--- src/rv_exec_cfg.svh ---
`ifndef RV_EXEC_CFG_SVH
`define RV_EXEC_CFG_SVH

// Datapath and program counter widths
`define XLEN 64
`define PC_W 32

// Width of one lookahead block in the adder
`define CLA_BLOCK_W 8

// Shift amounts, full and word forms
`define SHAMT_W 6
`define SHAMT_W32 5

`endif

--- src/rv_isa_pkg.sv ---
`default_nettype none

package rv_isa_pkg;

    // Major opcodes, instruction bits [6:0]
    typedef enum logic [6:0] {
        OP        = 7'b0110011,
        OP_32     = 7'b0111011,
        OP_IMM    = 7'b0010011,
        OP_IMM_32 = 7'b0011011,
        LOAD      = 7'b0000011,
        STORE     = 7'b0100011,
        BRANCH    = 7'b1100011,
        JAL       = 7'b1101111,
        JALR      = 7'b1100111,
        AUIPC     = 7'b0010111,
        LUI       = 7'b0110111
    } opcode_e;

    // Arithmetic func3, shared by register, immediate and word forms
    typedef enum logic [2:0] {
        F3_ADD_SUB = 3'b000,
        F3_SLL     = 3'b001,
        F3_SLT     = 3'b010,
        F3_SLTU    = 3'b011,
        F3_XOR     = 3'b100,
        F3_SRL_SRA = 3'b101,
        F3_OR      = 3'b110,
        F3_AND     = 3'b111
    } alu_f3_e;

    // Conditional branch func3
    typedef enum logic [2:0] {
        F3_BEQ  = 3'b000,
        F3_BNE  = 3'b001,
        F3_BLT  = 3'b100,
        F3_BGE  = 3'b101,
        F3_BLTU = 3'b110,
        F3_BGEU = 3'b111
    } branch_f3_e;

    // F7_ALT selects sub and sra
    typedef enum logic [6:0] {
        F7_BASE = 7'b0000000,
        F7_ALT  = 7'b0100000
    } f7_e;

endpackage

`default_nettype wire

--- src/exec_pkg.sv ---
`default_nettype none

`include "rv_exec_cfg.svh"

package exec_pkg;

    typedef enum logic [3:0] {
        ALU_ADD,
        ALU_SUB,
        ALU_SLL,
        ALU_SLT,
        ALU_SLTU,
        ALU_XOR,
        ALU_SRL,
        ALU_SRA,
        ALU_OR,
        ALU_AND,
        ALU_PASS_B,
        ALU_ZERO
    } alu_op_e;

    typedef enum logic {
        OPA_RS1,
        OPA_PC
    } opa_sel_e;

    // OPB_UIMM is the U-type immediate, imm[19:0] << 12, sign-extended
    typedef enum logic [1:0] {
        OPB_RS2,
        OPB_IMM,
        OPB_UIMM
    } opb_sel_e;

    typedef struct packed {
        rv_isa_pkg::opcode_e   opcode;
        logic [2:0]            func3;
        rv_isa_pkg::f7_e       func7;
        logic [`XLEN-1:0]      imm;
        logic [`XLEN-1:0]      data1;
        logic [`XLEN-1:0]      data2;
        logic [`PC_W-1:0]      pc;
    } exec_in_t;

    typedef struct packed {
        alu_op_e  alu_op;
        opa_sel_e opa_sel;
        opb_sel_e opb_sel;
        logic     is_word;
        logic     is_branch_op;
        logic     is_jal;
        logic     is_jalr;
        logic     is_load;
        logic     mem_rw;
    } exec_ctrl_t;

    // mem_rw is 1 for a write
    typedef struct packed {
        logic [`XLEN-1:0] result;
        logic [`PC_W-1:0] pc_branch;
        logic             is_branch;
        logic             mem_rw;
        logic             is_load;
    } exec_out_t;

endpackage

`default_nettype wire

--- src/exec_decode.sv ---
`default_nettype none

module exec_decode (
    input  rv_isa_pkg::opcode_e  opcode,
    input  logic [2:0]           func3,
    input  rv_isa_pkg::f7_e      func7,
    output exec_pkg::exec_ctrl_t ctrl
);

    rv_isa_pkg::alu_f3_e f3;
    exec_pkg::alu_op_e   f3_op;
    logic                alt;

    assign f3  = rv_isa_pkg::alu_f3_e'(func3);
    assign alt = (func7 == rv_isa_pkg::F7_ALT);

    // func3 to operation, shared by register and immediate forms
    always_comb begin
        case (f3)
            rv_isa_pkg::F3_ADD_SUB: f3_op = exec_pkg::ALU_ADD;
            rv_isa_pkg::F3_SLL:     f3_op = exec_pkg::ALU_SLL;
            rv_isa_pkg::F3_SLT:     f3_op = exec_pkg::ALU_SLT;
            rv_isa_pkg::F3_SLTU:    f3_op = exec_pkg::ALU_SLTU;
            rv_isa_pkg::F3_XOR:     f3_op = exec_pkg::ALU_XOR;
            rv_isa_pkg::F3_SRL_SRA: f3_op = alt ? exec_pkg::ALU_SRA : exec_pkg::ALU_SRL;
            rv_isa_pkg::F3_OR:      f3_op = exec_pkg::ALU_OR;
            default:                f3_op = exec_pkg::ALU_AND;
        endcase
    end

    always_comb begin
        ctrl         = '0;
        ctrl.alu_op  = exec_pkg::ALU_ZERO;
        ctrl.opa_sel = exec_pkg::OPA_RS1;
        ctrl.opb_sel = exec_pkg::OPB_RS2;
        case (opcode)
            rv_isa_pkg::OP, rv_isa_pkg::OP_32: begin
                // Sub exists only in register forms
                if (f3 == rv_isa_pkg::F3_ADD_SUB && alt) begin
                    ctrl.alu_op = exec_pkg::ALU_SUB;
                end else begin
                    ctrl.alu_op = f3_op;
                end
                ctrl.is_word = (opcode == rv_isa_pkg::OP_32);
            end
            rv_isa_pkg::OP_IMM, rv_isa_pkg::OP_IMM_32: begin
                ctrl.alu_op  = f3_op;
                ctrl.opb_sel = exec_pkg::OPB_IMM;
                ctrl.is_word = (opcode == rv_isa_pkg::OP_IMM_32);
            end
            rv_isa_pkg::LOAD: begin
                ctrl.alu_op  = exec_pkg::ALU_ADD;
                ctrl.opb_sel = exec_pkg::OPB_IMM;
                ctrl.is_load = 1'b1;
            end
            rv_isa_pkg::STORE: begin
                ctrl.alu_op  = exec_pkg::ALU_ADD;
                ctrl.opb_sel = exec_pkg::OPB_IMM;
                ctrl.mem_rw  = 1'b1;
            end
            rv_isa_pkg::BRANCH: begin
                ctrl.is_branch_op = 1'b1;
            end
            rv_isa_pkg::JAL: begin
                ctrl.is_jal = 1'b1;
            end
            rv_isa_pkg::JALR: begin
                ctrl.is_jalr = 1'b1;
            end
            rv_isa_pkg::AUIPC: begin
                ctrl.alu_op  = exec_pkg::ALU_ADD;
                ctrl.opa_sel = exec_pkg::OPA_PC;
                ctrl.opb_sel = exec_pkg::OPB_UIMM;
            end
            rv_isa_pkg::LUI: begin
                ctrl.alu_op  = exec_pkg::ALU_PASS_B;
                ctrl.opb_sel = exec_pkg::OPB_UIMM;
            end
            default: begin
                // Unknown opcode, keep the zero result and clear flags
                ctrl.alu_op = exec_pkg::ALU_ZERO;
            end
        endcase
    end

    always_comb begin
        assert final (!(ctrl.is_load && ctrl.mem_rw))
            else $error("decode raised load and store together");
    end

endmodule

`default_nettype wire

--- config.mk ---
export PLATFORM = sky130hd
export DESIGN_NAME = exec_decode
export DESIGN_NICKNAME = d
export VERILOG_FILES = /design/src/rv_isa_pkg.sv /design/src/exec_pkg.sv /design/src/exec_decode.sv
export VERILOG_INCLUDE_DIRS = /design/src
export SDC_FILE = /design/constraint.sdc
export NUM_CORES = 1
export LEC_CHECK = 0
export ABC_CLOCK_PERIOD_IN_PS = 800
export BUFFER_PORTS_ARGS = -buffer_cell sky130_fd_sc_hd__buf_2
export CORE_AREA = 2 2 39 41
export DETAILED_ROUTE_END_ITERATION = 10
export DIE_AREA = 0 0 41 43
export PLACE_DENSITY = 0.57
export SKIP_LAST_GASP = 1
export SLEW_MARGIN = 20
export SYNTH_ARGS = -nofsm -noshare
export SYNTH_HDL_FRONTEND = slang
export SYNTH_SLANG_ARGS = --single-unit
--- constraint.sdc ---
create_clock -name vclk -period 0.8
set_input_delay 0 -clock vclk [all_inputs]
set_output_delay 0 -clock vclk [all_outputs]
set_load 0.01 [all_outputs]
# Word level (Yosys, flattened, before mapping)
# Cells that the tools add are included.
totals:
  register_bits: 0
  inputBits: 17
  output_inout_bits: 13
classes:
  n_mux: 12
  reduce_logical: 7
  n_eq_ne: 18
op_table:
  columns: ["cell", "n"]
  rows:
  - ["7-bit by 6-bit equality test with 1-bit output (second input constant)", 5]
  - ["4-bit one-hot mux with 7 select lines", 1]
  - ["7-bit by 5-bit equality test with 1-bit output (second input constant)", 3]
  - ["7-bit equality test (second input constant)", 3]
  - ["4-bit one-hot mux with 4 select lines", 1]
  - ["3-bit equality test (second input constant)", 3]
  - ["7-bit by 2-bit equality test with 1-bit output (second input constant)", 1]
  - ["1-bit two-way mux", 7]
  - ["3-bit by 2-bit equality test with 1-bit output (second input constant)", 2]
  - ["2-bit OR reduction", 3]
  - ["4-bit two-way mux", 1]
  - ["2-bit one-hot mux with 2 select lines", 1]
  - ["4-bit OR reduction", 1]
  - ["3-bit by 1-bit equality test with 1-bit output (second input constant)", 1]
  - ["3-bit zero test", 1]
  - ["3-bit OR reduction", 1]
  - ["1-bit one-hot mux with 2 select lines", 1]
  - ["1-bit logical AND", 1]

# Longest topological paths before layout
# Gate-level depths: netlist (run 1).
depth:
  ltp_word: 5
  ltp_mapped: 5

# Worst setup path before layout (run 1)
# No wires, ideal clock.
synth_path:
  path_type: "input port to output port"
  start: "input opcode[6]"
  end: "output ctrl[6] (netlist bit)"
  arrival_ns: 0.857
  n_path_buf: 0
  required_ns: 0.800
  cell_stages: 2
  path_slack_ns: -0.057
  cell_sequence: "nand3b_1 > a2111oi_0"
synth_lines:
  columns: ["element", "line", "text"]
  rows:
  - ["start, declared", "exec_decode.sv:4", "input rv_isa_pkg::opcode_e opcode,"]
  - ["end, declared", "exec_decode.sv:7", "output exec_pkg::exec_ctrl_t ctrl"]

==> results.json, run 1 <==
{
  "power_switching_uw": 108.6,
  "grt_max_degree": 10,
  "initial_core_util_pct": 19.80,
  "rsz0062_at_grt": "yes",
  "slowest_delay_ns": 0.22,
  "leakagePower_uw": 0.0003274,
  "period_minus_slack_ns": 0.8818,
  "dr.pass1.iters": 3,
  "dieArea_um2": 1763,
  "preCtsSetupSlack_ns": -0.1334,
  "yosys_warnings": 0,
  "io_buffers": 30,
  "post-synth-top-area-cell": "a21oi_1",
  "grt_first_pass_wirelength_mm": 1.656,
  "synthAdderAreaFrac_pct": 0,
  "intPower_uw": 151.6,
  "synth_cell_type_count": 24,
  "ios": 30,
  "seq_cells": 0,
  "finish.instance_area_um2": 669.4,
  "synthSimpleGateAreaFrac_pct": 61.64,
  "violations": "negative setup slack",
  "swShare_pct": 41.74,
  "hold_viol_final": 0,
  "synth_top_cells_by_count": "6 x nor2_1, 5 x a21oi_1, 4 x nand2_1",
  "worstHoldPathType": "in -> out",
  "whs_path_depth": 3,
  "synth-compound-area-share_pct": 26.48,
  "setup_ws_ns": -0.08176,
  "rows": 14,
  "p_clk_share_pct": 0,
  "vias": 502,
  "synthMuxAreaShare_pct": 0,
  "critPathMaxFanout": 3,
  "path_buf_inv": 3,
  "die_h_um": 43,
  "min_delay_worst_endpoint": "ctrl[6]",
  "worstSetupPathType": "in -> out",
  "drt-initial-drc-count": 4,
  "fin_util_pct": 48.37,
  "placedInstanceArea_um2": 515.5,
  "fp.dieW_um": 41,
  "place_hpwl_um": 792.7,
  "synth.most_common_cell": "nor2_1",
  "status": "complete, but fails checks",
  "netlist_area_um2": 274.0,
  "antenna_found_initial": 0,
  "drv_slew": 0,
  "tightest_slew_ns": 0.2602,
  "synth_top_area_share_pct": 9.132,
  "num-clock-buffers": 0,
  "period_share_pct": 110.2,
  "finalSetupViolations": 5,
  "viasPerCell": 4.827,
  "worst_path_max_delay_cell": "nand3b_1",
  "setup-tns-final_ns": -0.2181,
  "synth_top_family_by_area": "simple AND/OR/NAND/NOR gates",
  "timing.fmax_mhz": 1134,
  "drive_gt1_share_pct": 68.18,
  "worstSetupStartpointType": "primary input",
  "relSlewSlack_pct": 82.62,
  "yosysSeqAreaShare_pct": 0,
  "synth.avg_cell_area_um2": 5.957,
  "drc": 0,
  "wl_per_cell_um": 10.51,
  "cap_violations": 0,
  "core_area_um2": 1384,
  "diodes": 0,
  "grt_pass1_vias": 437,
  "wl_mm": 1.093,
  "cp.arrival_ns": 0.88,
  "syn_to_final_growth_pct": 144.3,
  "synthCells": 46,
  "power_density_nw_per_um2": 388.8,
  "power_frac_seq_pct": 0,
  "gp_congestion": 0.7357,
  "grt_overflow_total": 0,
  "startpoint": "opcode[6]",
  "seqCellArea_um2": 0,
  "netlist_top_cells_area": "a21oi_1 9.1%, nand3b_1 8.2%, nor2_1 8.2%, and3_1 6.8%, nor3_1 5.5%",
  "final_antenna_net_count": 0,
  "synth-xor-area-share_pct": 3.196,
  "holdCritStartpoint": "opcode[4]",
  "vdd_drop_max_uv": 223.0,
  "syn-num-nets": 63,
  "path_cells": "buf_6 -> nand3b_1 -> buf_4 -> a2111oi_2 -> buf_2",
  "p_comb_share_pct": 100.0,
  "path_delay_family": "buffers and inverters",
  "required_ns": 0.80,
  "grtUsageTotal_pct": 12.49,
  "endpoint_kind": "output port",
  "finalNetCount": 107
}
==> power by group through the flow <==
stage | logic [µW] | clock network, µW | registers (µW)
floorplan | 76.4 | 0 | 0
global placement | 184 | 0 | 0
detailed placement | 186 | 0 | 0
CTS | 227 | 0 | 0
global route | 281 | 0 | 0
finish | 260 | 0 | 0
==> through the flow <==
stage | hold WS [ns] | power [µW] | std cells
6_report | 0.3071 | 260.3 | 104
5_1_grt | 0.3188 | 281.3 | 104
4_1_cts | 0.3686 | 227.0 | 103
3_5_place_dp | 0.3502 | 186.3 | 101
3_3_place_gp | 0.3456 | 184.4 | 101
2_1_floorplan | 0.03357 | 76.43 | 46
==> layer usage <==
layer / wire length, µm / share of wire [%] / vias up / track usage (%)
met4: 0 / 0 / 0 / 0
met1: 416 / 38 / 229 / 15.51
met2: 599 / 55 / 21 / 23.75
met3: 77 / 7.0 / 0 / 0
li1: - / - / 252 / -
met5: 0 / 0 / - / 0
==> cell type report <==
class	instances	area [µm²]
fill	140	714.4
timing repair buffer	44	324.1
tap	16	20.02
multi-input combinational	41	314.1
inverter	3	11.26
==> how the worst max path moves through the flow <==
stage                     slack [ns]  depth (start not counted)       to
after global placement         -0.14                          6  ctrl[9]
after floorplan                 0.05                          2  ctrl[6]
after detailed placement       -0.13                          6  ctrl[9]
after CTS                       -0.1                          6  ctrl[9]
after global routing           -0.14                          6  ctrl[9]
final                          -0.08                          5  ctrl[6]
==> logic make-up (layout without fill, tap and decap cells) <==
family / Yosys count / after routing
xor gates and xnor gates: 1 / 1
and+or+nand+nor: 29 / 29
AOI/OAI and AO/OA: 11 / 11
buffers and inverters: 5 / 47
==> cells in the final DEF (no fill, tap or decap) <==
cell type | synthesis | final
a2111oi_2 | 0 | 1
a21oi_1 | 5 | 4
a21oi_2 | 0 | 1
and2b_2 | 1 | 1
and3_1 | 3 | 3
buf_2 | 0 | 22
buf_4 | 1 | 10
buf_6 | 0 | 11
buf_8 | 0 | 1
inv_1 | 3 | 3
nand2_1 | 4 | 3
nand2_2 | 0 | 1
nand2b_4 | 0 | 1
nand3_2 | 0 | 1
nand3b_1 | 3 | 3
nand4_1 | 1 | 1
nor2_1 | 6 | 3
nor2_2 | 0 | 2
nor2_4 | 0 | 1
nor2b_1 | 1 | 1
nor3_1 | 3 | 1
nor3_2 | 0 | 2
nor3b_1 | 2 | 1
nor3b_2 | 1 | 2
nor4b_2 | 0 | 1
o2111ai_1 | 1 | 1
o21ai_1 | 2 | 2
o21ba_1 | 1 | 1
o31a_2 | 1 | 1
or3_4 | 0 | 1
xnor2_1 | 1 | 1
==> repair_timing <==
item | 4_1_cts | 5_1_grt
endpoints found under the setup margin | 9 | 13
gates cloned | 0 | 0
gates resized for setup | 17 | 17
setup buffers | 2 | 1
hold buffers | 0 | 0
pin swaps | 9 | 10
Power figures use the tool's default switching activity.
==> run 2: changes to the inputs <==
Settings changed: CELL_PAD_IN_SITES_DETAIL_PLACEMENT from default to 0, CELL_PAD_IN_SITES_GLOBAL_PLACEMENT from default to 1, CORE_AREA 2 2 39 41 to default, CORE_MARGIN from default to 1, CORE_UTILIZATION from default to 21, DIE_AREA 0 0 41 43 to default, PLACE_DENSITY 0.57 to 0.87.
==> run 2 against run 1 <==
The run still ends with negative setup slack left. Worst setup slack improved by 0.014 ns. Core utilization grew 4.0 points. Non-clock buffer count down 3. Fmax increased by 1.7%. Critical path depth is 1 higher. Worst hold slack worse by 0.033 ns. Final cell count fell by 4.8%. Global-route usage up 2.6 points. Combinational power shrank 10%. First-iteration DRC count is 25% lower. Highest routed layer unchanged.
==> results.json, run 2 (synthesized netlist as in run 1, its figures left out) <==
{
  "worstSetupPathType": "in -> out",
  "initial_core_util_pct": 23.70,
  "dieArea_um2": 1453,
  "final_antenna_net_count": 0,
  "violations": "negative setup slack",
  "gp_congestion": 0.7443,
  "grtUsageTotal_pct": 15.10,
  "finalNetCount": 104,
  "finalSetupViolations": 4,
  "relSlewSlack_pct": 81.19,
  "layout_common_cells": "25 x buf_2, 12 x buf_4, 4 x a21oi_1",
  "cp.arrival_ns": 0.87,
  "hold_viol_final": 0,
  "period_minus_slack_ns": 0.8673,
  "power_frac_seq_pct": 0,
  "antenna_found_initial": 0,
  "min_delay_worst_endpoint": "ctrl[6]",
  "p_clk_share_pct": 0,
  "rows": 12,
  "io_buffers": 30,
  "intPower_uw": 127.6,
  "multi_input_area_um2": 312.8,
  "leakagePower_uw": 0.0003046,
  "num-clock-buffers": 0,
  "p_comb_share_pct": 100.0,
  "wl_mm": 1.076,
  "grt_overflow_total": 0,
  "dr.pass1.iters": 3,
  "seqCellArea_um2": 0,
  "mostFrequentLayoutCell": "buf_2",
  "period_share_pct": 108.4,
  "cap_violations": 0,
  "final_cells": 99,
  "timing.fmax_mhz": 1153,
  "syn_to_final_growth_pct": 121.0,
  "holdCritStartpoint": "opcode[5]",
  "endpoint_kind": "output port",
  "required_ns": 0.80,
  "setup_ws_ns": -0.06733,
  "core_area_um2": 1156,
  "fillers": 121,
  "vias": 484,
  "rsz0062_at_grt": "yes",
  "fp.dieW_um": 38.12,
  "swShare_pct": 45.45,
  "worstHoldPathType": "in -> out",
  "vdd_drop_max_uv": 159.5,
  "grt_first_pass_wirelength_mm": 1.662,
  "ios": 30,
  "place_hpwl_um": 797.7,
  "tightest_slew_ns": 0.2814,
  "drv_slew": 0,
  "whs_path_depth": 3,
  "setup-tns-final_ns": -0.1872,
  "dp.cells": 98,
  "wl_per_cell_um": 10.87,
  "power_switching_uw": 106.4,
  "status": "complete, but fails checks",
  "critPathMaxFanout": 3,
  "drc": 0,
  "diodes": 0,
  "whs_ns": 0.2744,
  "viasPerCell": 4.889,
  "die_h_um": 38.12,
  "preCtsSetupSlack_ns": -0.1359,
  "cts_hold_buf": 0,
  "worstSetupStartpointType": "primary input",
  "seq_cells": 0,
  "power_density_nw_per_um2": 386.4,
  "grt_max_degree": 9,
  "drive_gt1_share_pct": 65.88,
  "grt_pass1_vias": 404,
  "drt-initial-drc-count": 3
}
run 2: through the flow:
stage                     cell area [µm²]  util, %  power (µW)
final                               605.6    52.38       234.0
after global routing                605.6    52.38       255.5
after CTS                           568.0    49.13       210.2
after detailed placement            505.5    43.72       183.0
after global placement              505.5    43.72       179.2
after floorplan                     275.3        -       76.43
run 2: area by class of cell:
| cell class | instances | area share [%] |
|---|---|---|
| Multi-Input combinational cell | 41 | 51.65 |
| Timing Repair Buffer | 41 | 43.59 |
| Inverter | 3 | 1.860 |
| Tap cell | 14 | 2.893 |
run 2: how the worst max path moves through the flow:
| stage | from | to | slack, ns | cells past startpoint |
|---|---|---|---|---|
| 2_1_floorplan | opcode[6] | ctrl[6] | 0.05 | 2 |
| 3_3_place_gp | func7[1] | ctrl[9] | -0.15 | 6 |
| 3_5_place_dp | opcode[6] | ctrl[9] | -0.14 | 6 |
| 4_1_cts | opcode[6] | ctrl[9] | -0.09 | 6 |
| 5_1_grt | func3[1] | ctrl[9] | -0.15 | 7 |
| 6_report | opcode[6] | ctrl[9] | -0.07 | 6 |
run 2: power groups by stage:
| stage | Combinational, µW | Sequential [µW] | Clock (µW) |
|---|---|---|---|
| after CTS | 210 | 0 | 0 |
| final | 234 | 0 | 0 |
| after detailed placement | 183 | 0 | 0 |
| after floorplan | 76.4 | 0 | 0 |
| after global routing | 256 | 0 | 0 |
| after global placement | 179 | 0 | 0 |
run 2: per-layer routing:
metal | global-route usage, % | wire (µm)
met1 | 18.75 | 461
met2 | 30.08 | 580
met3 | 0 | 34
met4 | 0 | 0
met5 | 0 | 0
run 2: critical path, stage by stage:
cell      delay, ns
buf_6          0.09
nand3b_1       0.22
nor2_2         0.17
nand2_1        0.08
and3_1         0.17
buf_2          0.13
run 2: what timing repair did:
action	in CTS	in global routing
pin swaps	11	6
cloned	0	0
resized for setup	15	6
setup endpoints to repair	10	12
buffers inserted	0	1
